## config.mk

```make
export PLATFORM = sky130hd
export DESIGN_NAME = rom_loader
export DESIGN_NICKNAME = d
export VERILOG_FILES = /design/src/rtl/mem_map_pkg.sv /design/src/rtl/rom_loader.sv
export SDC_FILE = /design/constraint.sdc
export NUM_CORES = 1
export LEC_CHECK = 0
export ABC_AREA = 0
export BUFFER_PORTS_ARGS = -buffer_cell sky130_fd_sc_hd__buf_4
export CAP_MARGIN = 20
export CORE_MARGIN = 2
export CORE_UTILIZATION = 43
export CTS_BUF_LIST = sky130_fd_sc_hd__clkbuf_2 sky130_fd_sc_hd__clkbuf_4 sky130_fd_sc_hd__clkbuf_8
export DETAILED_ROUTE_END_ITERATION = 16
export PLACE_DENSITY = 0.81
export RECOVER_POWER = 100
export SLEW_MARGIN = 20
export SYNTH_ARGS = -nofsm -noshare
export SYNTH_HDL_FRONTEND = slang
export SYNTH_SLANG_ARGS = --single-unit
```

## constraint.sdc

```tcl
create_clock -name clk_sys -period 1.8 [get_ports clk_sys]
set_input_delay 0.36 -clock clk_sys [delete_from_list [all_inputs] [get_ports clk_sys]]
set_output_delay 0.36 -clock clk_sys [all_outputs]
set_load 0.05 [all_outputs]
```

## src/rtl/mem_map_pkg.sv

```systemverilog
/*
 * ROM image layout. CPU code at the bottom of the image, sound code from byte 0x8000.
 * Word addresses are byte addresses shifted right by one.
 */
`default_nettype none

package mem_map_pkg;

	// ==================================================
	// Address widths
	// ==================================================
	localparam int IOCTL_AW   = 25; // Download byte address
	localparam int CPU_ROM_AW = 15; // Main CPU byte address
	localparam int SND_ROM_AW = 14; // Sound CPU byte address

	localparam int CPU_WORD_AW = CPU_ROM_AW - 1;
	localparam int SND_WORD_AW = SND_ROM_AW - 1;

	// ==================================================
	// Region offsets, in words
	// ==================================================
	localparam logic [15:0] CPU_BASE_WORD = 16'h0000;
	localparam logic [15:0] SND_BASE_WORD = 16'h4000; // Byte 0x8000

endpackage

`default_nettype wire
```

## src/rtl/rom_loader.sv

```systemverilog
/*
 * Download front end. Expects ioctl_wr rises at least four clocks apart.
 * Once loaded the image stays flagged until arst_n, a reload does not reset the core.
 */
`default_nettype none

module rom_loader (
	input  logic                              clk_sys,
	input  logic                              arst_n,
	input  logic                              ioctl_download,
	input  logic                              ioctl_wr,
	input  logic [mem_map_pkg::IOCTL_AW-1:0]  ioctl_addr,
	input  logic [7:0]                        ioctl_dout,
	input  logic                              reset_req,
	input  logic                              reset_button,
	output logic                              wr_pulse,
	output logic [mem_map_pkg::IOCTL_AW-1:0]  wr_addr,
	output logic [7:0]                        wr_data,
	output logic                              rom_loaded,
	output logic                              core_reset
);

	logic       wr_last;
	logic [1:0] dl_sr; // Download level, two stages
	logic       wr_rise;

	assign wr_rise = ioctl_wr & ~wr_last;

	always_ff @(posedge clk_sys or negedge arst_n) begin
		if (!arst_n) begin
			wr_last    <= 1'b0;
			dl_sr      <= 2'b00;
			wr_pulse   <= 1'b0;
			rom_loaded <= 1'b0;
			core_reset <= 1'b1;
		end else begin
			wr_last  <= ioctl_wr;
			dl_sr    <= {dl_sr[0], ioctl_download};
			wr_pulse <= wr_rise & ioctl_download;
			if (dl_sr[1] & ~dl_sr[0]) rom_loaded <= 1'b1; // End of download
			core_reset <= reset_req | reset_button | ~rom_loaded;
		end
	end

	// Byte and address held until the next strobe
	always_ff @(posedge clk_sys) begin
		if (wr_rise) begin
			wr_addr <= ioctl_addr;
			wr_data <= ioctl_dout;
		end
	end

endmodule

`default_nettype wire

```

== After elaboration in Yosys (flattened, before gate mapping) ==
Index checks and enable logic that the tools add are counted.
W data, S select, Z words.
Word-level totals
  register bits: 39
  output and inout bits: 36
  logic and storage cells: 15
Operators by class
  bitwise logic cells: 8
Operator list (count)
  $and A1 B1 Y1: 3
  $not A1 Y1: 3
  $or A1 B1 Y1: 2

== Longest topological paths before layout ==
  depth in word-level cells: 3
  depth in mapped cells: 2

== Worst setup path after synthesis ==
OpenSTA, ideal clock, no wires.
  path kind: flip-flop to flip-flop
  from: register wr_last
  to: register wr_addr[0] in the netlist's numbering, enable pin
  setup time: 0.379 ns
  arrival: 0.930 ns
  setup slack: 0.490 ns
  stages on the path, launching flop included: 2
  buffers on the path: 0
  clock period less this slack: 1.310 ns
  path through: dfrtp_1 nor2b_4
Between the ends
  longest elaborated chain between the ends: 2
RTL lines
  start, declared: line rom_loader.sv:23  | logic wr_last;
  start signal, assigned: line rom_loader.sv:37  | wr_last <= ioctl_wr;
  $not A1 Y1: line rom_loader.sv:27  | assign wr_rise = ioctl_wr & ~wr_last;
  $and A1 B1 Y1: line rom_loader.sv:27
  named net wr_rise: line rom_loader.sv:25  | logic wr_rise;
  end signal, assigned: line rom_loader.sv:48  | wr_addr <= ioctl_addr;
  end, declared: line rom_loader.sv:17  | output logic [mem_map_pkg::IOCTL_AW-1:0] wr_addr,
The timed path passes the listed nets, and every way through them passes these cells.
A chain may end at the register's enable or synchronous reset.

== Worst setup path after layout ==
  from: register rom_loaded
  to: output port rom_loaded
RTL lines
  start, declared: line rom_loader.sv:19  | output logic rom_loaded,
  start signal, assigned: line rom_loader.sv:34  | rom_loaded <= 1'b0;
  start signal, assigned: line rom_loader.sv:40  | if (dl_sr[1] & ~dl_sr[0]) rom_loaded <= 1'b1;
No word-level cell between the ends.

==> summary.md <==
| Metric | Value |
|---|---|
| Worst Tran Pin Value | 0.627 ns |
| Leakage | 0.000662 uW |
| Max stage delay on crit path | 0.48 ns |
| Post-synth EDFFs | 33 |
| Fillcell total | 212 |
| H-tree depth | 2 |
| Via count | 715 |
| Worst hold path class | primary input to register |
| Root Driver | clkbuf_4 |
| Critical Setup Path Class | register to output port |
| Die Y-Extent | 56.4 um |
| Post-cts sizing count | 0 |
| Outcome | finished, final reports clean |
| Leading area contributor after synthesis | edfxtp_1 |
| Critical Path Source | rom_loaded$_DFFE_PN0P_ |
| Beginning of the worst hold path | ioctl_wr |
| Final TNS setup | 0 ns |
| Top Family by Delay on Critical Path | buffers and inverters |
| Initial Util | 44.0% |
| Post-CTS Setup Inserts | 0 |
| Initial antenna violation count | 0 |
| Pin count of the biggest net entering global routing | 26 |
| Startpoint Class | register |
| R2R Path Start | wr_last$_DFF_PN0_ |
| First-pass GRT wire length | 3410 um |
| Crit-path max FO | 3 |
| CTS tree | built |
| Antenna-violating nets left | 0 |
| Critical path required time | 1.44 ns |
| Share of cells above drive strength 1 | 37.2% |
| Slew HR | 58.4% |
| Clock Skew | 0.00883 ns |
| GPL Wtd Cong | 0.612 |
| Top post-synthesis cells by area | edfxtp_1 (84%), dfrtp_1 (11%), dfstp_2 (2.2%) |
| Unique masters post-synth | 9 |
| Area occupied by registers | 0.00114 mm^2 |
| Synth warn | 0 |
| Worst-path clk slew | 0.11 ns |
| Tmin final | 1.54 ns |
| Num CTS Buffers | 5 |
| Clock sink total | 39 |
| Die area | 0.00318 mm^2 |
| Via-to-Cell Ratio | 4.47 |
| DRC Markers | 0 |
| #FFs+latches synth | 39 |
| Synth top cells by count | edfxtp_1 (33), dfrtp_1 (5) |
| Period utilisation layout | 85.7% |
| Post-Syn Area per Cell | 26.2 um^2 |
| # rows | 19 |
| Most frequent cell after synthesis | edfxtp_1 |
| Final hold vios | 0 |
| Max Slew Vio Count | 0 |
| Ys async rst share | 15.4% |
| IO Count | 75 |
| PortBufs | 74 |
| Final WL | 2120 um |
| Multi-input logic area | 35.0 um^2 |
| Crit path cell chain | clkbuf_1 |
| CP Buf/Inv Count | 1 |
| WL/cell | 13.3 um |
| Syn Nets | 84 |
| Maximum vdd drop | 0.765 mV |
| Synthesized cell area | 0.00118 mm^2 |
| Sequential area share after synthesis | 96.7% |
| Worst Setup End Kind | output port |
| Skew-Pair Late Insertion Delay | 0.32 ns |
| Power, Total | 1680 uW |
| Cell count after synthesis | 45 |
| Top-area cell type share of the netlist area | 83.9% |
| Max Fclk | 649 MHz |
| Die X | 56.4 um |
| Number of global-route vias before repair | 745 |
| CORE AREA | 0.00269 mm^2 |
| Initial DRT Pass Iterations | 4 |
| Total global-route track usage | 15.3% |
| DR iter-0 viols | 13 |
| N_diodes | 0 |
| Area delta synth->final | 45.8% |
| Total grt overflow | 0 |
| Clk buf depth | 2 |
| Max Cap Viol | 0 |
| Nets | 167 |
| Ys flop type | edfxtp_1 |
| CP max stage cell | clkbuf_1 |
| CP arrival | 1.18 ns |
| RSZ-0062 raised after global routing | false |
| PwrDens | 975 mW/mm^2 |
| Final setup fails | 0 |
-- logic make-up after synthesis --
kind of cell    share of synthesized area, %
flops                                   96.7
simple gates                            2.33
compound gates                         0.636
buf+inv                                0.317
-- per-layer routing --
| metal | track usage [%] | wire length, um |
|---|---|---|
| met1 | 14.6 | 705 |
| met2 | 25.4 | 1140 |
| met3 | 8.53 | 260 |
| met4 | 9.52 | 18 |
| met5 | 0 | 0 |
-- flip-flops by register name, indices dropped and copies added (netlist names) --
name / cells
core_reset: 1
wr_data: 8
rom_loaded: 1
wr_addr: 25
dl_sr: 2
wr_pulse: 1
wr_last: 1
-- cells in the final DEF (no fill, tap or decap) --
cell type | synthesis | final
edfxtp_1 | 33 | 33
dfrtp_1 | 5 | 5
dfstp_2 | 1 | 1
and2_1 | 1 | 1
dlygate4sd3_1 | 0 | 1
inv_1 | 1 | 1
nand2_1 | 1 | 1
clkbuf_4 | 0 | 41
buf_12 | 0 | 1
nor2b_4 | 1 | 1
a21o_1 | 1 | 1
clkinv_2 | 0 | 1
clkbuf_2 | 0 | 1
buf_4 | 0 | 2
nor2_1 | 1 | 1
clkbuf_1 | 0 | 37
-- timing repair --
| action | 4_1_cts | 5_1_grt |
|---|---|---|
| endpoints found under the setup margin | 0 | 0 |
| hold endpoints to repair | 6 | 0 |
| hold buffers | 1 | 0 |
-- area by class of cell --
type	instances	share of cell area (%)
flip-flops and latches	39	66.4
well taps	31	2.25
clock buffers	7	3.05
clock inverters	1	0.291
multi-input cells	5	2.03
repair buffers	76	25.8
inverters	1	0.218
-- metrics by stage --
step,hold WS (ns),instance area [um^2],utilization [%],instances,setup WS [ns]
after floorplan,0.0644,1180,-,45,0.490
after global placement,0.168,1800,66.8,151,0.526
after detailed placement,0.170,1800,66.8,151,0.503
after CTS,0.127,1860,69.4,160,0.377
after global routing,0.142,1720,64.1,160,0.193
final,0.172,1720,64.1,160,0.258
-- path summary, 6_finish.rpt --
kind | endpoint | slack, ns | depth (start not counted)
worst min-delay path | wr_last$_DFF_PN0_ | 0.17 | 1
min in group asynchronous | dl_sr[0]$_DFF_PN0_ | 0.44 | 2
worst max-delay path | rom_loaded | 0.26 | 1
max in group asynchronous | core_reset$_DFF_PN1_ | 1.08 | 2
worst max register to register | wr_addr[20]$_DFFE_PP_ | 0.57 | 2
worst min register to register | dl_sr[1]$_DFF_PN0_ | 0.40 | 0
-- power breakdown --
part	switching, uW	internal [uW]	leakage [uW]
Clock	244	183	0.0000361
Combinational	153	66.1	0.000249
Sequential	9.68	1020	0.000377
No activity file was read; power rests on OpenSTA's default activity.
