## src/rtl/mem_map_pkg.sv

```systemverilog
/*
 * ROM image layout. CPU code at the bottom of the image, sound code from byte 0x8000.
 * Word addresses are byte addresses shifted right by one.
 */
`default_nettype none

package mem_map_pkg;

	// ==================================================
	// Address widths
	// ==================================================
	localparam int IOCTL_AW   = 25; // Download byte address
	localparam int CPU_ROM_AW = 15; // Main CPU byte address
	localparam int SND_ROM_AW = 14; // Sound CPU byte address

	localparam int CPU_WORD_AW = CPU_ROM_AW - 1;
	localparam int SND_WORD_AW = SND_ROM_AW - 1;

	// ==================================================
	// Region offsets, in words
	// ==================================================
	localparam logic [15:0] CPU_BASE_WORD = 16'h0000;
	localparam logic [15:0] SND_BASE_WORD = 16'h4000; // Byte 0x8000

endpackage

`default_nettype wire
```

## src/rtl/rom_fetch.sv

```systemverilog
/*
 * One memory port requester. Reads are held off while an access is pending,
 * writes are not, so download bytes must be spaced wider than the store latency.
 */
`default_nettype none

module rom_fetch #(
	parameter int          ADDR_W    = 15,
	parameter logic [15:0] BASE_WORD = 16'h0000
) (
	input  logic                              clk_sys,
	input  logic                              arst_n,
	input  logic                              download,
	input  logic                              wr_pulse,
	input  logic [mem_map_pkg::IOCTL_AW-1:0]  wr_addr,
	input  logic [7:0]                        wr_data,
	input  logic                              rd,
	input  logic [ADDR_W-1:0]                 addr,
	output logic [7:0]                        byte_out,
	output logic                              req,
	input  logic                              ack,
	output logic [mem_map_pkg::IOCTL_AW-2:0]  word_addr,
	output logic [1:0]                        ds,
	output logic                              we,
	output logic [15:0]                       wdata,
	input  logic [15:0]                       q
);
	import mem_map_pkg::*;

	localparam logic [IOCTL_AW-2:0] BASE = (IOCTL_AW-1)'(BASE_WORD);

	logic [ADDR_W-1:0]   last_word; // Extra top bit, all ones never matches
	logic [IOCTL_AW-2:0] dl_word;
	logic [IOCTL_AW-2:0] rd_word;
	logic                busy;
	logic                rd_new;

	assign dl_word = wr_addr[IOCTL_AW-1:1] - BASE; // Wraps out of range below base
	assign rd_word = (IOCTL_AW-1)'(addr[ADDR_W-1:1]);
	assign busy    = req ^ ack;
	assign rd_new  = rd && !busy && ({1'b0, addr[ADDR_W-1:1]} != last_word);

	// ==================================================
	// Request toggle
	// ==================================================
	always_ff @(posedge clk_sys or negedge arst_n) begin
		if (!arst_n) begin
			req       <= 1'b1;
			we        <= 1'b0;
			last_word <= '1;
		end else if (download || wr_pulse) begin
			last_word <= '1; // Force a fetch after the download
			if (wr_pulse) begin
				req <= ~req;
				we  <= 1'b1;
			end
		end else if (rd_new) begin
			req       <= ~req;
			we        <= 1'b0;
			last_word <= {1'b0, addr[ADDR_W-1:1]};
		end
	end

	// Access payload, loaded with each toggle
	always_ff @(posedge clk_sys) begin
		if (wr_pulse) begin
			word_addr <= dl_word;
			ds        <= wr_addr[0] ? 2'b10 : 2'b01; // Odd bytes in the high lane
			wdata     <= {wr_data, wr_data};
		end else if (!download && rd_new) begin
			word_addr <= rd_word;
			ds        <= 2'b11;
		end
	end

	assign byte_out = addr[0] ? q[15:8] : q[7:0];

endmodule

`default_nettype wire

```

## config.mk

```make
export PLATFORM = sky130hd
export DESIGN_NAME = rom_fetch
export DESIGN_NICKNAME = d
export VERILOG_FILES = /design/src/rtl/mem_map_pkg.sv /design/src/rtl/rom_fetch.sv
export SDC_FILE = /design/constraint.sdc
export NUM_CORES = 1
export LEC_CHECK = 0
export ABC_CLOCK_PERIOD_IN_PS = 3000
export CORE_ASPECT_RATIO = 0.7
export CORE_MARGIN = 1.5
export CORE_UTILIZATION = 35
export CTS_CLUSTER_SIZE = 16
export DETAILED_ROUTE_END_ITERATION = 8
export DONT_BUFFER_PORTS = 1
export PLACE_DENSITY = 0.58
export SLEW_MARGIN = 20
export SYNTH_ARGS = -nofsm -noshare
export SYNTH_HDL_FRONTEND = slang
export SYNTH_SLANG_ARGS = --single-unit
export TNS_END_PERCENT = 10
```

## constraint.sdc

```tcl
create_clock -name clk_sys -period 3 [get_ports clk_sys]
set_input_delay 0.15 -clock clk_sys [delete_from_list [all_inputs] [get_ports clk_sys]]
set_output_delay 0.15 -clock clk_sys [all_outputs]
set_load 0.02 [all_outputs]
```

Word level (Yosys, flattened, before mapping)
Cells that the tools add are included.
{"block": "totals", "word_cells": 33, "output_inout_bits": 52, "register_bits": 59}
{"block": "op_classes", "n_bitwise": 2, "reduce_logical": 9, "eq_ne": 2, "muxes": 14}
{"cell": "2-to-1 mux 24 bit", "n": 2}
{"cell": "2-to-1 mux 15 bit", "n": 2}
{"cell": "inequality test 14 x 15 -> 1 bit", "n": 1}
{"cell": "2-to-1 mux 8 bit", "n": 1}
{"cell": "2-to-1 mux 1 bit", "n": 6}
{"cell": "2-to-1 mux 2 bit", "n": 3}
{"cell": "nonzero test 2 bit", "n": 2}
{"cell": "logical AND 1 bit", "n": 3}
{"cell": "zero test 1 bit", "n": 2}
{"cell": "inequality test 2 bit, second input constant", "n": 1}
{"cell": "AND reduction 2 bit", "n": 1}
{"cell": "logical OR 1 bit", "n": 1}
{"cell": "inverter 1 bit", "n": 1}
{"cell": "bitwise XOR 1 bit", "n": 1}

Depth between registers and ports, before layout
{"block": "logic_depth", "depth_word": 7, "mapped_depth": 6}

Worst setup path after synthesis
OpenSTA, ideal clock, no wires.
{"block": "synth_timing", "kind": "flip-flop to flip-flop", "startpoint": "reg req", "endpoint": "reg ds[0], enable pin", "path_stages_with_launch": 6, "synth_period_minus_slack_ps": 2313, "required_time_ps": 2618, "slack_ps": 687, "t_arrival_ps": 1931, "path_cell_list": "dfstp_2 > xnor2_1 > and2_1 > clkbuf_1 > o21a_2 > a21o_1"}
{"block": "synth_via", "elab_chain_len": 6}
{"element": "from (decl)", "line_no": "rom_fetch.sv:20", "text": "output logic req,"}
{"element": "from (signal assigned)", "line_no": "rom_fetch.sv:54", "text": "req <= ~req;"}
{"element": "from (signal assigned)", "line_no": "rom_fetch.sv:58", "text": "req <= ~req;"}
{"element": "bitwise XOR 1 bit", "line_no": "rom_fetch.sv:40", "text": "assign busy = req ^ ack;"}
{"element": "zero test 1 bit", "line_no": "rom_fetch.sv:41", "text": "assign rd_new = rd && !busy && ({1'b0, addr[ADDR_W-1:1]} != last_word);"}
{"element": "logical AND 1 bit (2 in series)", "line_no": "rom_fetch.sv:41"}
{"element": "logical AND 1 bit", "line_no": "rom_fetch.sv:70", "text": "end else if (!download && rd_new) begin"}
{"element": "nonzero test 2 bit (no line)"}
{"element": "to (signal assigned)", "line_no": "rom_fetch.sv:68", "text": "ds <= wr_addr[0] ? 2'b10 : 2'b01;"}
{"element": "to (decl)", "line_no": "rom_fetch.sv:23", "text": "output logic [1:0] ds,"}
Every way passes these cells.
A chain may end at the register's enable or synchronous reset.

Worst setup path in the final report
{"block": "layout_timing", "startpoint": "reg last_word[8]", "endpoint": "reg word_addr[12] (netlist name), enable pin"}
{"block": "layout_via", "elab_chain_len": 4}
{"element": "from (decl)", "line_no": "rom_fetch.sv:32", "text": "logic [ADDR_W-1:0] last_word;"}
{"element": "from (signal assigned)", "line_no": "rom_fetch.sv:60", "text": "last_word <= {1'b0, addr[ADDR_W-1:1]};"}
{"element": "inequality test 14 x 15 -> 1 bit", "line_no": "rom_fetch.sv:41"}
{"element": "logical AND 1 bit", "line_no": "rom_fetch.sv:41"}
{"element": "logical AND 1 bit", "line_no": "rom_fetch.sv:70"}
{"element": "nonzero test 2 bit (no line)"}
{"element": "to (signal assigned)", "line_no": "rom_fetch.sv:67", "text": "word_addr <= dl_word;"}
{"element": "to (signal assigned)", "line_no": "rom_fetch.sv:71", "text": "word_addr <= rd_word;"}
{"element": "to (decl)", "line_no": "rom_fetch.sv:22", "text": "output logic [mem_map_pkg::IOCTL_AW-2:0] word_addr,"}
Every way passes these cells.

==> run metrics <==
status complete, no violations; final hold viol count 0; Post-synth EDFFs 34; commonest non-fill, non-tap cell in the layout edfxtp_1; worst endpoint required time 3.02 ns; Min Clock Period, post-route 2.169 ns; initial drt markers 32; Slew headroom 45.10%; global-route wire length before repair 7921 um; main area contributors after synthesis edfxtp_1 (41%), dfstp_2 (17%), mux2_2 (10%), o211ai_1 (5.8%), o211ai_2 (4.6%); WL/cell 18.48 um; Bufs on Longest Clock Path 2; share of layout cells above drive strength 1 32.31%; setup slack at placement 0.8397 ns; diode count 0; Chip Width 103.4 um; via count 1,475; crit share post-route 72.31%; Worst-Margin Slew 0.8208 ns; Pleak 1.060 nW; top-area cell type share of the netlist area 41.34%; pin count of the biggest net entering global routing 32; Root Buffer clkbuf_8; global route overflow 0; Die H 73.29 um; clk_lat worst skew 0.30 ns; Post-Syn Nets 252; Setup Skew 0.006653 ns; Final nets 264; critical path arrival 2.19 ns; WL final 5340 um; Pins Over Slew Limit 0; distinct cell type count after synthesis 28; IO buf count 0; Pwr Total 0.001647 W; Setup CP Type reg2reg; Mapped Cells 182; Post-CTS Repair Setup Buffers 0; Synth async-reset ratio 33.33%; CP endpoint kind flip-flop; H-tree levels 2; Clk pin slew, worst setup/hold paths 0.09 ns; register area share after synthesis 59.37%; CP startpoint kind flip-flop; CTS tree done; Yosys warnings 0; unrepaired setup endpoints after global routing no; FP Rows 25; drt drc 0; Initial Util 36.39%; Max-Cap Viols 0; Vias/cell 5.104; num ports 122; Sink Count 51; setup violators final 0; synthesis-stage register bit count 51; Cell Count, Final, Fillers Out 289; Area Growth Syn to Fin 13.68%; Post-Place Cells 264; critical path fanouts, max 26; Cell Pwr Density 586.6 nW/um2; Detailed Routing Iterations Pass 1 4; vias in the first global route 1,570; Netlist Area Pre-Place 2470 um2; post-detailed-route count of antenna-violating nets 0; Top FF cell, synth edfxtp_1; die area 7578 um2; fmax 0.4610 GHz; r2r setup slk 0.83 ns; initial antenna violation count 0; total negative slack 0 ns; HP Class in2reg; Final GP Congestion 0.7757; most frequent cells in the layout edfxtp_1 (34), mux2_2 (22), o211ai_1 (19); final worst slack 0.8306 ns; All-Layer GR Usage 14.31%; Worst VDD drop 0.2191 mV; DP HPWL 3489 um; Avg Cell Area, Syn 13.57 um2; CTS Buf Count 5; Core Region 6788 um2; Synth area leader edfxtp_1
-- worst max-delay path, stage by stage, from the launching register on --
cell and delay, ns:
dfstp_2 0.55, xor2_1 0.08, nor4_2 0.29, nand4_2 0.12, buf_4 0.21, o21a_2 0.23
a21o_1 0.17, buf_4 0.24
-- path summary, 6_finish.rpt --
path / startpoint / to / depth (start not counted)
min: addr[1] / last_word[0]$_DFFE_PN1P_ / 2
min in group asynchronous: arst_n / we$_DFFE_PN0P_ / 1
min reg2reg: last_word[14]$_DFFE_PN1P_ / last_word[14]$_DFFE_PN1P_ / 2
max: last_word[8]$_DFFE_PN1P_ / word_addr[12]$_DFFE_PP_ / 7
max in group asynchronous: arst_n / we$_DFFE_PN0P_ / 1
max reg2reg: last_word[8]$_DFFE_PN1P_ / word_addr[12]$_DFFE_PP_ / 7
-- per-layer routing --
layer | GRT usage, % | routed length (um) | vias to the layer above
met5 | 0 | 0 | -
li1 | - | - | 672
met3 | 5.519 | 446 | 4
met2 | 24.11 | 2485 | 83
met1 | 17.04 | 2361 | 716
met4 | 4.204 | 47 | 0
-- cells by family after synthesis --
logic type	count (synthesis)	share of synthesized area, %
buffers and inverters	34	6.687
muxes	23	10.44
and+or+nand+nor	25	6.180
xor gates and xnor gates	15	5.319
AOI/OAI and AO/OA	34	12.01
DFF	51	59.37
-- state kept, by name, summed over array words and instances (netlist names) --
register   count
last_word     15
wdata          8
req            1
ds             2
word_addr     24
we             1
-- synthesized netlist by cell type (all sizes together), types with 3 or more instances --
library cell and number:
dfstp 16, nor2 4, xor2 11, clkbuf 7
buf 11, edfxtp 34, inv 16, o211ai 28
mux2 22, xnor2 4, nor4 3, and2 11
-- power by group --
| part | switching, W | internal (W) |
|---|---|---|
| Clock | 0.000219 | 0.000249 |
| Sequential | 0.000110 | 0.000846 |
| Combinational | 0.000122 | 0.000101 |
| Total | 0.000451 | 0.00120 |
-- area by class of cell --
type                       instances  area (um2)
multi-input combinational         97       838.3
tap                               94       117.6
clock buffer                       6       72.57
fill                             619        3980
timing repair buffer              23       215.2
clock inverter                     2       37.54
inverter                          16       60.06
sequential                        51        1466
-- stage by stage --
step	hold slack, ns	cell area (um2)	utilization [%]
CTS	0.003025	2808	41.36
floorplan	-0.1456	2470	-
detailed placement	-0.1450	2527	37.24
finish	0.01246	2808	41.36
global route	0.007988	2808	41.36
global placement	-0.1448	2527	37.24
-- what timing repair did --
action | in CTS | in global routing
endpoints found under the hold margin | 41 | 0
hold buffers | 17 | 0
gates resized for setup | 0 | 0
No activity file was read; power rests on OpenSTA's default activity.
