==> config.mk <==
export PLATFORM = sky130hd
export DESIGN_NAME = input_mapper
export DESIGN_NICKNAME = d
export VERILOG_FILES = /design/src/rtl/ctrl_map_pkg.sv /design/src/rtl/input_mapper.sv
export SDC_FILE = /design/constraint.sdc
export NUM_CORES = 1
export LEC_CHECK = 0
export BUFFER_PORTS_ARGS = -buffer_cell sky130_fd_sc_hd__buf_2
export CORE_AREA = 2 2 39 41
export CTS_CLUSTER_DIAMETER = 50
export DETAILED_ROUTE_END_ITERATION = 8
export DIE_AREA = 0 0 41 43
export GPL_ROUTABILITY_DRIVEN = 0
export HOLD_SLACK_MARGIN = 0.06
export PLACE_DENSITY_LB_ADDON = 0.05
export SYNTH_ARGS = -nofsm -noshare
export SYNTH_HDL_FRONTEND = slang
export SYNTH_SLANG_ARGS = --single-unit
==> constraint.sdc <==
create_clock -name clk_sys -period 1.5 [get_ports clk_sys]
set_input_delay 0.15 -clock clk_sys [delete_from_list [all_inputs] [get_ports clk_sys]]
set_output_delay 0.15 -clock clk_sys [all_outputs]
set_load 0.05 [all_outputs]
==> src/rtl/ctrl_map_pkg.sv <==
/*
 * Control panel map. PS/2 set 2 make codes only, extended prefixes are not decoded.
 */
`default_nettype none

package ctrl_map_pkg;

	// Scan codes the panel reacts to
	typedef enum logic [7:0] {
		KEY_F3    = 8'h04,
		KEY_F1    = 8'h05,
		KEY_F2    = 8'h06,
		KEY_ALT   = 8'h11,
		KEY_SPACE = 8'h29,
		KEY_DOWN  = 8'h72,
		KEY_UP    = 8'h75,
		KEY_ESC   = 8'h76
	} key_code_e;

	// Bit positions in the latched button vector
	typedef enum logic [2:0] {
		BTN_UP,
		BTN_DOWN,
		BTN_COIN,
		BTN_START1,
		BTN_START2,
		BTN_START3,
		BTN_FIRE,
		BTN_BOMB
	} btn_e;

	localparam int NUM_BTN = 8;

endpackage

`default_nettype wire

==> src/rtl/input_mapper.sv <==
/*
 * Keyboard and joystick merge. Player 2 has no keyboard keys, joystick only.
 */
`default_nettype none

module input_mapper (
	input  logic       clk_sys,
	input  logic       arst_n,
	input  logic       key_strobe,
	input  logic       key_pressed,
	input  logic [7:0] key_code,
	input  logic [7:0] joystick_0,
	input  logic [7:0] joystick_1,
	output logic       up1,
	output logic       down1,
	output logic       fire1,
	output logic       bomb1,
	output logic       up2,
	output logic       down2,
	output logic       fire2,
	output logic       bomb2,
	output logic       coin,
	output logic       start1,
	output logic       start2,
	output logic       start3
);
	import ctrl_map_pkg::*;

	logic [NUM_BTN-1:0] btn;

	// Make sets, break clears
	always_ff @(posedge clk_sys or negedge arst_n) begin
		if (!arst_n) begin
			btn <= '0;
		end else if (key_strobe) begin
			case (key_code)
				KEY_UP:    btn[BTN_UP]     <= key_pressed;
				KEY_DOWN:  btn[BTN_DOWN]   <= key_pressed;
				KEY_ESC:   btn[BTN_COIN]   <= key_pressed;
				KEY_F1:    btn[BTN_START1] <= key_pressed;
				KEY_F2:    btn[BTN_START2] <= key_pressed;
				KEY_F3:    btn[BTN_START3] <= key_pressed; // Dogfight
				KEY_SPACE: btn[BTN_FIRE]   <= key_pressed;
				KEY_ALT:   btn[BTN_BOMB]   <= key_pressed;
				default:   ;
			endcase
		end
	end

	// Joystick bits: 3 up, 2 down, 4 fire, 5 bomb
	assign up1    = btn[BTN_UP]   | joystick_0[3];
	assign down1  = btn[BTN_DOWN] | joystick_0[2];
	assign fire1  = btn[BTN_FIRE] | joystick_0[4];
	assign bomb1  = btn[BTN_BOMB] | joystick_0[5];

	assign up2    = joystick_1[3];
	assign down2  = joystick_1[2];
	assign fire2  = joystick_1[4];
	assign bomb2  = joystick_1[5];

	assign coin   = btn[BTN_COIN];
	assign start1 = btn[BTN_START1];
	assign start2 = btn[BTN_START2];
	assign start3 = btn[BTN_START3];

endmodule

`default_nettype wire

; ---- Word-level counts from Yosys, hierarchy flattened
; Cells that the tools add are included.
[op_classes]
n_eq_ne = 8
bitwise_logic = 4
reduce_logical = 8
[ops]
columns = cell, n
row1 = "== test 8 x 3 -> 1 bit, second input constant", 3
row2 = "== test 8 x 7 -> 1 bit, second input constant", 3
row3 = AND reduction 2 bit, 8
row4 = "== test 8 x 5 -> 1 bit, second input constant", 1
row5 = "== test 8 x 6 -> 1 bit, second input constant", 1
row6 = OR 1 bit, 4
[totals]
register_bits = 8

; ---- Longest topological paths before layout
; Gate-level depths: netlist (run 1).
[depth]
word_depth = 2
depth_mapped = 3
depth_no_buf = 3

; ---- Worst setup path before layout (run 1)
; Ideal clock, no wire load.
[synth_path]
path_kind = register to register
from = reg, netlist name btn[4]
to = reg btn[4]
setup_time_ps = 128
arrival_time_ps = 892
t_required_ps = 1372
setup_slack_ps = 480
stages_incl_launch_ff = 2
path_buffers = 0
period_less_slack_ps = 1020
path_cell_list = dfrtp_1 > mux2_1
[synth_rtl]
columns = element, line
row1 = "to (signal, indexed assignment)", input_mapper.sv:37  ; KEY_UP: btn[BTN_UP] <= key_pressed;
row2 = "to (signal, indexed assignment)", input_mapper.sv:38  ; KEY_DOWN: btn[BTN_DOWN] <= key_pressed;
row3 = "to (signal, indexed assignment)", input_mapper.sv:39  ; KEY_ESC: btn[BTN_COIN] <= key_pressed;
row4 = to (decl), input_mapper.sv:29  ; logic [NUM_BTN-1:0] btn;

; ---- Worst setup path in the final report (run 1)
[layout_path]
from = reg btn[1]
to = out down1
[layout_between]
elab_chain_cells = 1
[layout_lines]
columns = element, line
row1 = OR 1 bit, input_mapper.sv:52  ; assign down1 = btn[BTN_DOWN] | joystick_0[2];
row2 = to (decl), input_mapper.sv:15  ; output logic down1,
; Every way passes these cells.

==> flow_summary.toml, run 1 <==
[sta]
layout_min_cycle_time_ns = 1.256
drv_slew = 0
fmax_mhz = 796.4
post-route-period-util_pct = 83.71
grt_setup_unrepaired = "no"
fin_skew_ns = 0
timing.slew.headroom_pct = 83.55
worst_slew_pin_slew_ns = 0.2457
final-hold-violation-count = 0
finalSetupTns_ns = 0
setup_violations = 0
finalWorstSetupSlack_ns = 0.2443

[finish]
largest-register = "btn"
multi_input_area_um2 = 269.0
post_route_cells_drive_above_1_share_pct = 61.54
reg_top3 = "btn (8)"
largest_reg_flops = 8
fin_nets = 95
regArea_um2 = 200.2
nFillCells = 146
syn_to_final_growth_pct = 27.57
diodes = 0

[logic_synthesis]
synthArstFlopShare_pct = 100.0
syn_area_um2 = 499.2
synth_top_area_share_pct = 40.10
synth_fp_nets = 70
ys_top_cells_by_area = "dfrtp_1 40%, mux2_2 11%, mux2_1 6.8%"
ys_seq_area_share_pct = 40.10
yosysMostFrequentCell = "dfrtp_1"
ys.flop_type = "dfrtp_1"
synth_edf_count = 0
synth.distinct_cells = 19
synth_top_area_cell = "dfrtp_1"
synth_area_per_cell_um2 = 11.89
synth_common_cells = "8 x dfrtp_1, 5 x mux2_2, 4 x buf_4, 4 x or2_2"
ys_ff_latch = 8
yosysWarningCount = 0
netlist_instances = 42

[placed_design]
portBuffers = 23
post-place-ws_ns = 0.2278
post-dp-hpwl_um = 860.7

[die]
die_w_um = 41
ioPinCount = 40
rows = 14
die_h_um = 43
start_util_pct = 36.08
die-area_um2 = 1763
coreArea_um2 = 1384

[global_route]
grt_pass1_wl_mm = 1.642
grt_pass1_vias = 376
antenna_found_initial = 0
grt_max_degree = 9
grt_use_total_pct = 14.04
overflow = 0

[power]
power_density_nw_per_um2 = 794.4
power_uw = 505.9
p_leak_uw = 0.0003174
ir_drop_mv = 0.4730

[setup_path]
required_ns = 1.35
critPathLaunchType = "register"
crit_arrival_ns = 1.11
endpoint_kind = "output pin"
reg2regPathDepth = 1
path_class = "register to output pin"
critPathLaunch = "btn[1]$_DFFE_PN0P_"
endpoint = "down1"
r2r_slack_ns = 0.72
critPathMaxFanout = 2
r2r-start = "btn[5]$_DFFE_PN0P_"
r2r_end = "btn[5]$_DFFE_PN0P_"

[routing]
dr.first_iter.drc_count = 5
vias_per_cell = 4.975
final_antenna_net_count = 0
wirelength_mm = 1.025
wl_per_cell_um = 12.65
drc = 0
dr.pass1.iters = 4
vias = 403

[clock_network]
cts_sinks = 8
h-tree-depth = 1
tritoncts = "done"
cts_setup_buffers = 0
cts_root_buf = "clkbuf_4"
clock_latency_ns = 0.24
ctsResizeCount = 0
cts_buffers = 3
clock_path_buffers = 2
clk_pin_slew_ns = 0.05

[run_status]
outcome = "finished clean"

[worst_hold_path]
hold_path.class = "input port to register"

[flow_run]
drv_cap = 0
==> worst max-delay path: stages (launching register included) <==
cell	delay, ns
dfrtp_1	0.37
or2_2	0.28
buf_2	0.21
==> worst min path at each step <==
stage | start | to | slack [ns] | cells after the start
floorplan | arst_n | btn[0]$_DFFE_PN0P_ | -0.15 | 0
finish | key_pressed | btn[4]$_DFFE_PN0P_ | 0.22 | 2
global placement | arst_n | btn[4]$_DFFE_PN0P_ | -0.0006 | 1
CTS | key_pressed | btn[4]$_DFFE_PN0P_ | 0.22 | 2
detailed placement | arst_n | btn[4]$_DFFE_PN0P_ | -0.001 | 1
global route | key_pressed | btn[4]$_DFFE_PN0P_ | 0.24 | 2
==> cell families (layout without fill, tap and decap cells) <==
family                 after synthesis  count (layout)  synth area share (%)
AND/OR/NAND/NOR                     22              22                 35.84
multiplexers                         8               8                 18.04
flip-flops                           8               8                 40.10
buffers and inverters                4              27                 6.015
==> through the flow <==
| step | hold slack [ns] | utilization [%] | instance area, um2 | cells |
|---|---|---|---|---|
| floorplan | -0.1456 | - | 499.2 | 42 |
| global placement | -0.0005741 | 43.67 | 604.3 | 77 |
| detailed placement | -0.001408 | 43.67 | 604.3 | 77 |
| CTS | 0.2180 | 46.02 | 636.9 | 81 |
| global route | 0.2400 | 46.02 | 636.9 | 81 |
| finish | 0.2248 | 46.02 | 636.9 | 81 |
==> layout make-up <==
class                           count  share of cell area [%]
Timing Repair Buffer               24                   19.65
Tap cell                           16                   3.143
Sequential cell                     8                   31.43
Clock buffer                        3                   3.536
Multi-Input combinational cell     30                   42.24
==> per-layer routing <==
layer / GRT usage, % / vias up / share of wire [%]
li1: - / 202 / -
met1: 16.44 / 185 / 42
met2: 21.88 / 16 / 50
met3: 2.094 / 0 / 8.5
met4: 10.00 / 0 / 0
met5: 0 / - / 0
==> cell usage in the layout (no fill, tap or decap) <==
master         netlist  final
nand2b_1             1      1
nor2_1               1      1
mux2_1               3      3
nor3b_2              1      1
nor3_4               1      1
or2_2                4      4
nand3b_1             1      1
clkbuf_4             0      3
nor3_1               1      1
dlygate4sd3_1        0      1
mux2_2               5      5
nand3_1              1      1
nor2b_1              1      1
and3b_1              1      1
nand4b_1             3      3
buf_2                0     23
nand4_1              2      2
dfrtp_1              8      8
nand2_1              1      1
nor4b_2              1      1
nor4_2               2      2
==> report_power, final <==
group          switching [uW]  internal [uW]  total (uW)
Combinational            76.6           43.5         120
Clock                    64.3           91.0         155
Sequential               4.18            226         231
==> what timing repair did <==
item                                   4_1_cts  5_1_grt
hold buffers                                 1        0
endpoints found under the hold margin        8        0
setup endpoints to repair                    0        0
Note: power is estimated with default switching activity, not from simulation.
==> run 2: changes to the inputs <==
--- a/config.mk
+++ b/config.mk
@@ -6,10 +6,9 @@
 export NUM_CORES = 1
 export LEC_CHECK = 0
 export BUFFER_PORTS_ARGS = -buffer_cell sky130_fd_sc_hd__buf_2
-export CORE_AREA = 2 2 39 41
+export CORE_UTILIZATION = 33
 export CTS_CLUSTER_DIAMETER = 50
 export DETAILED_ROUTE_END_ITERATION = 8
-export DIE_AREA = 0 0 41 43
 export GPL_ROUTABILITY_DRIVEN = 0
 export HOLD_SLACK_MARGIN = 0.06
 export PLACE_DENSITY_LB_ADDON = 0.05
==> constraint.sdc (replaced) <==
create_clock -name clk_sys -period 1.1 [get_ports clk_sys]
set_input_delay 0.11 -clock clk_sys [delete_from_list [all_inputs] [get_ports clk_sys]]
set_output_delay 0.11 -clock clk_sys [all_outputs]
set_load 0.05 [all_outputs]
==> flow_summary.toml, run 2 (synthesis results as in run 1) <==
[run_status]
outcome = "finished, violations left"
violations = "negative setup slack"

[clock_network]
clock_latency_ns = 0.24
clock_path_buffers = 2
h-tree-depth = 1
cts_buffers = 3
clk_pin_slew_ns = 0.05
cts_sinks = 8
tritoncts = "done"
cts_setup_buffers = 0
cts_root_buf = "clkbuf_4"

[setup_path]
endpoint_kind = "output pin"
critPathMaxFanout = 2
crit_path_cell_trace = "or2_4 -> buf_8"
r2r-start = "btn[1]$_DFFE_PN0P_"
required_ns = 0.99
crit_buf_inv = 1
r2r_end = "btn[1]$_DFFE_PN0P_"
critPathMaxStageDelay_ns = 0.38
cp_top_family = "flip-flops"
path_class = "register to output pin"
crit_arrival_ns = 1.01
endpoint = "down1"
critPathLaunchType = "register"
path_depth = 2
reg2regPathDepth = 1
crit_path_top_delay_cell = "dfrtp_1"
critPathLaunch = "btn[1]$_DFFE_PN0P_"
r2r_slack_ns = 0.31

[sta]
fmax_mhz = 889.8
grt_setup_unrepaired = "yes"
fin_skew_ns = 0
finalWorstSetupSlack_ns = -0.02383
post-route-period-util_pct = 102.2
final-hold-violation-count = 0
timing.slew.headroom_pct = 83.87
worst_slew_pin_slew_ns = 0.2400
drv_slew = 0
finalSetupTns_ns = -0.03709
layout_min_cycle_time_ns = 1.124
setup_violations = 4
timing.hold.ws_ns = 0.1957

[global_route]
grt_max_degree = 9
grt_pass1_vias = 392
overflow = 0
grt_use_total_pct = 15.18
antenna_found_initial = 0
grt_pass1_wl_mm = 1.511

[finish]
largest_reg_flops = 8
mostFrequentLayoutCells = "19 x buf_2, 8 x dfrtp_1, 6 x buf_4"
diodes = 0
final_common_cell = "buf_2"
syn_to_final_growth_pct = 46.37
finalInstanceArea_um2 = 730.7
largest-register = "btn"
fin_nets = 101
reg_top3 = "btn (8)"
post_route_cells_drive_above_1_share_pct = 64.79

[power]
power_density_nw_per_um2 = 1009
p_leak_uw = 0.0003606
power_uw = 736.9
ir_drop_mv = 0.5827

[die]
die-area_um2 = 1672
rows = 13
ioPinCount = 40
start_util_pct = 36.98
die_w_um = 40.90
coreArea_um2 = 1350
die_h_um = 40.90

[placed_design]
dpl_cell_area_um2 = 648.1
post-place-ws_ns = -0.09571
portBuffers = 23

[worst_hold_path]
hold_path.class = "input port to register"

[routing]
dr.pass1.iters = 2
wirelength_mm = 1.041
final_antenna_net_count = 0
wl_per_cell_um = 12.10
drc = 0
dr.first_iter.drc_count = 3
vias_per_cell = 4.953
vias = 426

[flow_run]
drv_cap = 0
## run 2: cell types whose count changed in the layout (fill, tap and decap cells not counted)
cell and change:
buf_8 +4, or2_2 -4, or2_4 +4, buf_4 +6
buf_2 -4
## run 2: repair_timing
action / 4_1_cts / 5_1_grt
setup endpoints to repair: 4 / 4
hold endpoints to repair: 8 / 0
resized for setup: 16 / 0
pin swaps: 1 / 0
hold buffers: 1 / 0
## run 2: layout make-up
class	instances	area (um2)
clock buffer	3	22.52
fill	132	619.3
multi-input combinational	30	279.0
sequential	8	200.2
tap	15	18.77
timing repair buffer	30	210.2
## run 2: worst min-delay path by stage
| stage | cells after the start | start | slack (ns) | to |
|---|---|---|---|---|
| floorplan | 0 | arst_n | -0.19 | btn[0]$_DFFE_PN0P_ |
| global placement | 1 | arst_n | -0.04 | btn[4]$_DFFE_PN0P_ |
| detailed placement | 1 | arst_n | -0.04 | btn[4]$_DFFE_PN0P_ |
| CTS | 2 | key_pressed | 0.20 | btn[4]$_DFFE_PN0P_ |
| global route | 2 | key_pressed | 0.20 | btn[4]$_DFFE_PN0P_ |
| finish | 2 | key_pressed | 0.20 | btn[4]$_DFFE_PN0P_ |
## run 2: power by group
part | switching, uW | internal, uW | total (uW) | leakage (uW)
combinational | 114 | 94.7 | 208 | 0.000237
sequential | 6.42 | 309 | 315 | 0.000110
clock | 89.4 | 124 | 213 | 0.0000138
## run 2: metal layers
layer | global-route usage [%] | share of wire [%]
met3 | 3.261 | 7.2
met1 | 16.44 | 43
met2 | 24.22 | 49
met4 | 14.17 | 1.3
met5 | 0 | 0
## run 2: metrics by stage
stage          instances  util (%)
2_1_floorplan         42         -
3_3_place_gp          82     48.01
3_5_place_dp          82     48.01
4_1_cts               86     54.12
5_1_grt               86     54.12
6_report              86     54.12
==> run 3: changes to the inputs <==
--- a/config.mk
+++ b/config.mk
@@ -5,8 +5,9 @@
 export SDC_FILE = /design/constraint.sdc
 export NUM_CORES = 1
 export LEC_CHECK = 0
+export ABC_AREA = 1
 export BUFFER_PORTS_ARGS = -buffer_cell sky130_fd_sc_hd__buf_2
-export CORE_UTILIZATION = 33
+export CORE_UTILIZATION = 35
 export CTS_CLUSTER_DIAMETER = 50
 export DETAILED_ROUTE_END_ITERATION = 8
 export GPL_ROUTABILITY_DRIVEN = 0
==> flow_summary.toml, run 3 <==
[finish]
largest_reg_flops = 8
mostFrequentLayoutCells = "31 x nand2_1, 19 x buf_2, 10 x nand3_1"
final_common_cell = "nand2_1"
reg_top3 = "btn (8)"
fin_nets = 140
regArea_um2 = 200.2
multi_input_area_um2 = 292.8
nFillCells = 144
diodes = 0
post_route_cells_drive_above_1_share_pct = 36.36
finalInstanceArea_um2 = 770.7
syn_to_final_growth_pct = 40.00
largest-register = "btn"

[die]
ioPinCount = 40
coreArea_um2 = 1383
rows = 13
start_util_pct = 39.82
die-area_um2 = 1736
die_h_um = 41.66
die_w_um = 41.66

[setup_path]
endpoint_kind = "output pin"
crit_arrival_ns = 1.03
required_ns = 0.99
path_class = "register to output pin"
critPathLaunchType = "register"
critPathMaxFanout = 2

[routing]
dr.pass1.iters = 4
dr.first_iter.drc_count = 15
wl_per_cell_um = 10.12
drc = 0
final_antenna_net_count = 0
vias = 569
wirelength_mm = 1.265
vias_per_cell = 4.552

[placed_design]
portBuffers = 23
dpl_cell_area_um2 = 650.6
post-dp-hpwl_um = 949.9
post-place-ws_ns = 0.1439

[sta]
finalWorstSetupSlack_ns = -0.03821
fmax_mhz = 878.6
setup_violations = 4
grt_setup_unrepaired = "yes"
fin_skew_ns = 0
post-route-period-util_pct = 103.5
worst_slew_pin_slew_ns = 0.2428
final-hold-violation-count = 0
drv_slew = 0
layout_min_cycle_time_ns = 1.138
timing.slew.headroom_pct = 83.79

[clock_network]
clock_path_buffers = 2
clk_pin_slew_ns = 0.05
cts_sinks = 8
cts_buffers = 3
cts_root_buf = "clkbuf_4"
h-tree-depth = 1
tritoncts = "done"
clock_latency_ns = 0.25

[global_route]
grt_pass1_wl_mm = 2.214
grt_pass1_vias = 536
grt_max_degree = 9
antenna_found_initial = 0
grt_use_total_pct = 16.59
overflow = 0

[logic_synthesis]
synth.distinct_cells = 13
syn_area_um2 = 550.5
synthArstFlopShare_pct = 100.0
synth_common_cells = "31 x nand2_1, 10 x nand3_1, 9 x inv_1, 9 x nor2_1, 8 x dfrtp_1"
synth_top_area_cell = "dfrtp_1"
synth_edf_count = 0
ys_seq_area_share_pct = 36.36
synth_area_per_cell_um2 = 6.633
yosysWarningCount = 0
ys.flop_type = "dfrtp_1"
synth_top_area_share_pct = 36.36
netlist_instances = 83
yosysMostFrequentCell = "nand2_1"
ys_ff_latch = 8
ys_top_cells_by_area = "dfrtp_1 36%, nand2_1 21%, nand3_1 9.1%"
synth_fp_nets = 111

[flow_run]
drv_cap = 0

[power]
ir_drop_mv = 0.7852
power_density_nw_per_um2 = 971.6
p_leak_uw = 0.0004440

[run_status]
outcome = "finished, violations left"
violations = "negative setup slack"

[worst_hold_path]
hold_path.class = "input port to register"
[run 3: cell types whose count changed after synthesis, moves of 2 or more]
| cell | change |
|---|---|
| inv_1 | +9 |
| mux2_1 | -3 |
| nor2_1 | +8 |
| mux2_2 | -5 |
| nand4b_1 | -3 |
| nand3_1 | +9 |
| nor4_2 | -2 |
| nor2_2 | +2 |
| nand2_1 | +30 |
[run 3: power by group]
part | leakage (uW) | internal (uW) | switching, uW
clock network | 0.0000138 | 124 | 90.4
registers | 0.000110 | 309 | 7.45
logic | 0.000320 | 87.6 | 130
[run 3: path summary, 6_finish.rpt]
| path | start | to | slack, ns | depth (start not counted) |
|---|---|---|---|---|
| max | btn[1]$_DFFE_PN0P_ | down1 | -0.04 | 2 |
| min | key_code[5] | btn[7]$_DFFE_PN0P_ | 0.18 | 4 |
| max reg2reg | btn[1]$_DFFE_PN0P_ | btn[1]$_DFFE_PN0P_ | 0.25 | 4 |
| min reg2reg | btn[3]$_DFFE_PN0P_ | btn[3]$_DFFE_PN0P_ | 0.47 | 2 |
| max in group asynchronous | arst_n | btn[3]$_DFFE_PN0P_ | 0.70 | 2 |
| min in group asynchronous | arst_n | btn[0]$_DFFE_PN0P_ | 0.23 | 2 |
[run 3: cell type report]
cell class,instances,share of cell area (%)
multi-input cells,61,37.99
repair buffers,29,26.30
flip-flops and latches,8,25.97
inverters,9,4.383
clock buffers,3,2.922
well taps,15,2.435
[run 3: critical path, stage by stage, from the launching register on]
cell,delay [ns]
dfrtp_1,0.39
or2_4,0.24
buf_8,0.15
[run 3: per-layer routing]
metal | up-vias | share of wire [%] | GRT usage, %
met5 | - | 0 | 0
met4 | 0 | 0.16 | 5.806
met3 | 2 | 6.5 | 5.217
met2 | 20 | 50 | 26.88
met1 | 240 | 43 | 20.65
li1 | 307 | - | -
[run 3: what timing repair did]
item                                    4_1_cts  5_1_grt
gates resized for setup                      16        0
buffers inserted                              3        2
hold endpoints to repair                      8        0
hold buffers                                  1        0
endpoints found under the setup margin        4        4
pin swaps                                     1        0
[run 3: logic make-up after synthesis]
logic type,Yosys count,share of synthesized area (%)
flip-flops,8,36.36
buffers and inverters,14,12.27
AND/OR/NAND/NOR,61,51.36
[run 3: per-stage QoR]
step	power (uW)	instances	hold WS [ns]	utilization, %	setup TNS (ns)
final	748.8	125	0.1755	55.75	-0.07935
after global routing	802.2	125	0.1809	55.75	-0.2419
after CTS	753.0	123	0.1691	54.66	-0.07482
after detailed placement	495.8	116	-0.03709	47.06	0
after global placement	492.7	116	-0.03700	47.06	0
after floorplan	480.7	83	-0.1856	-	0
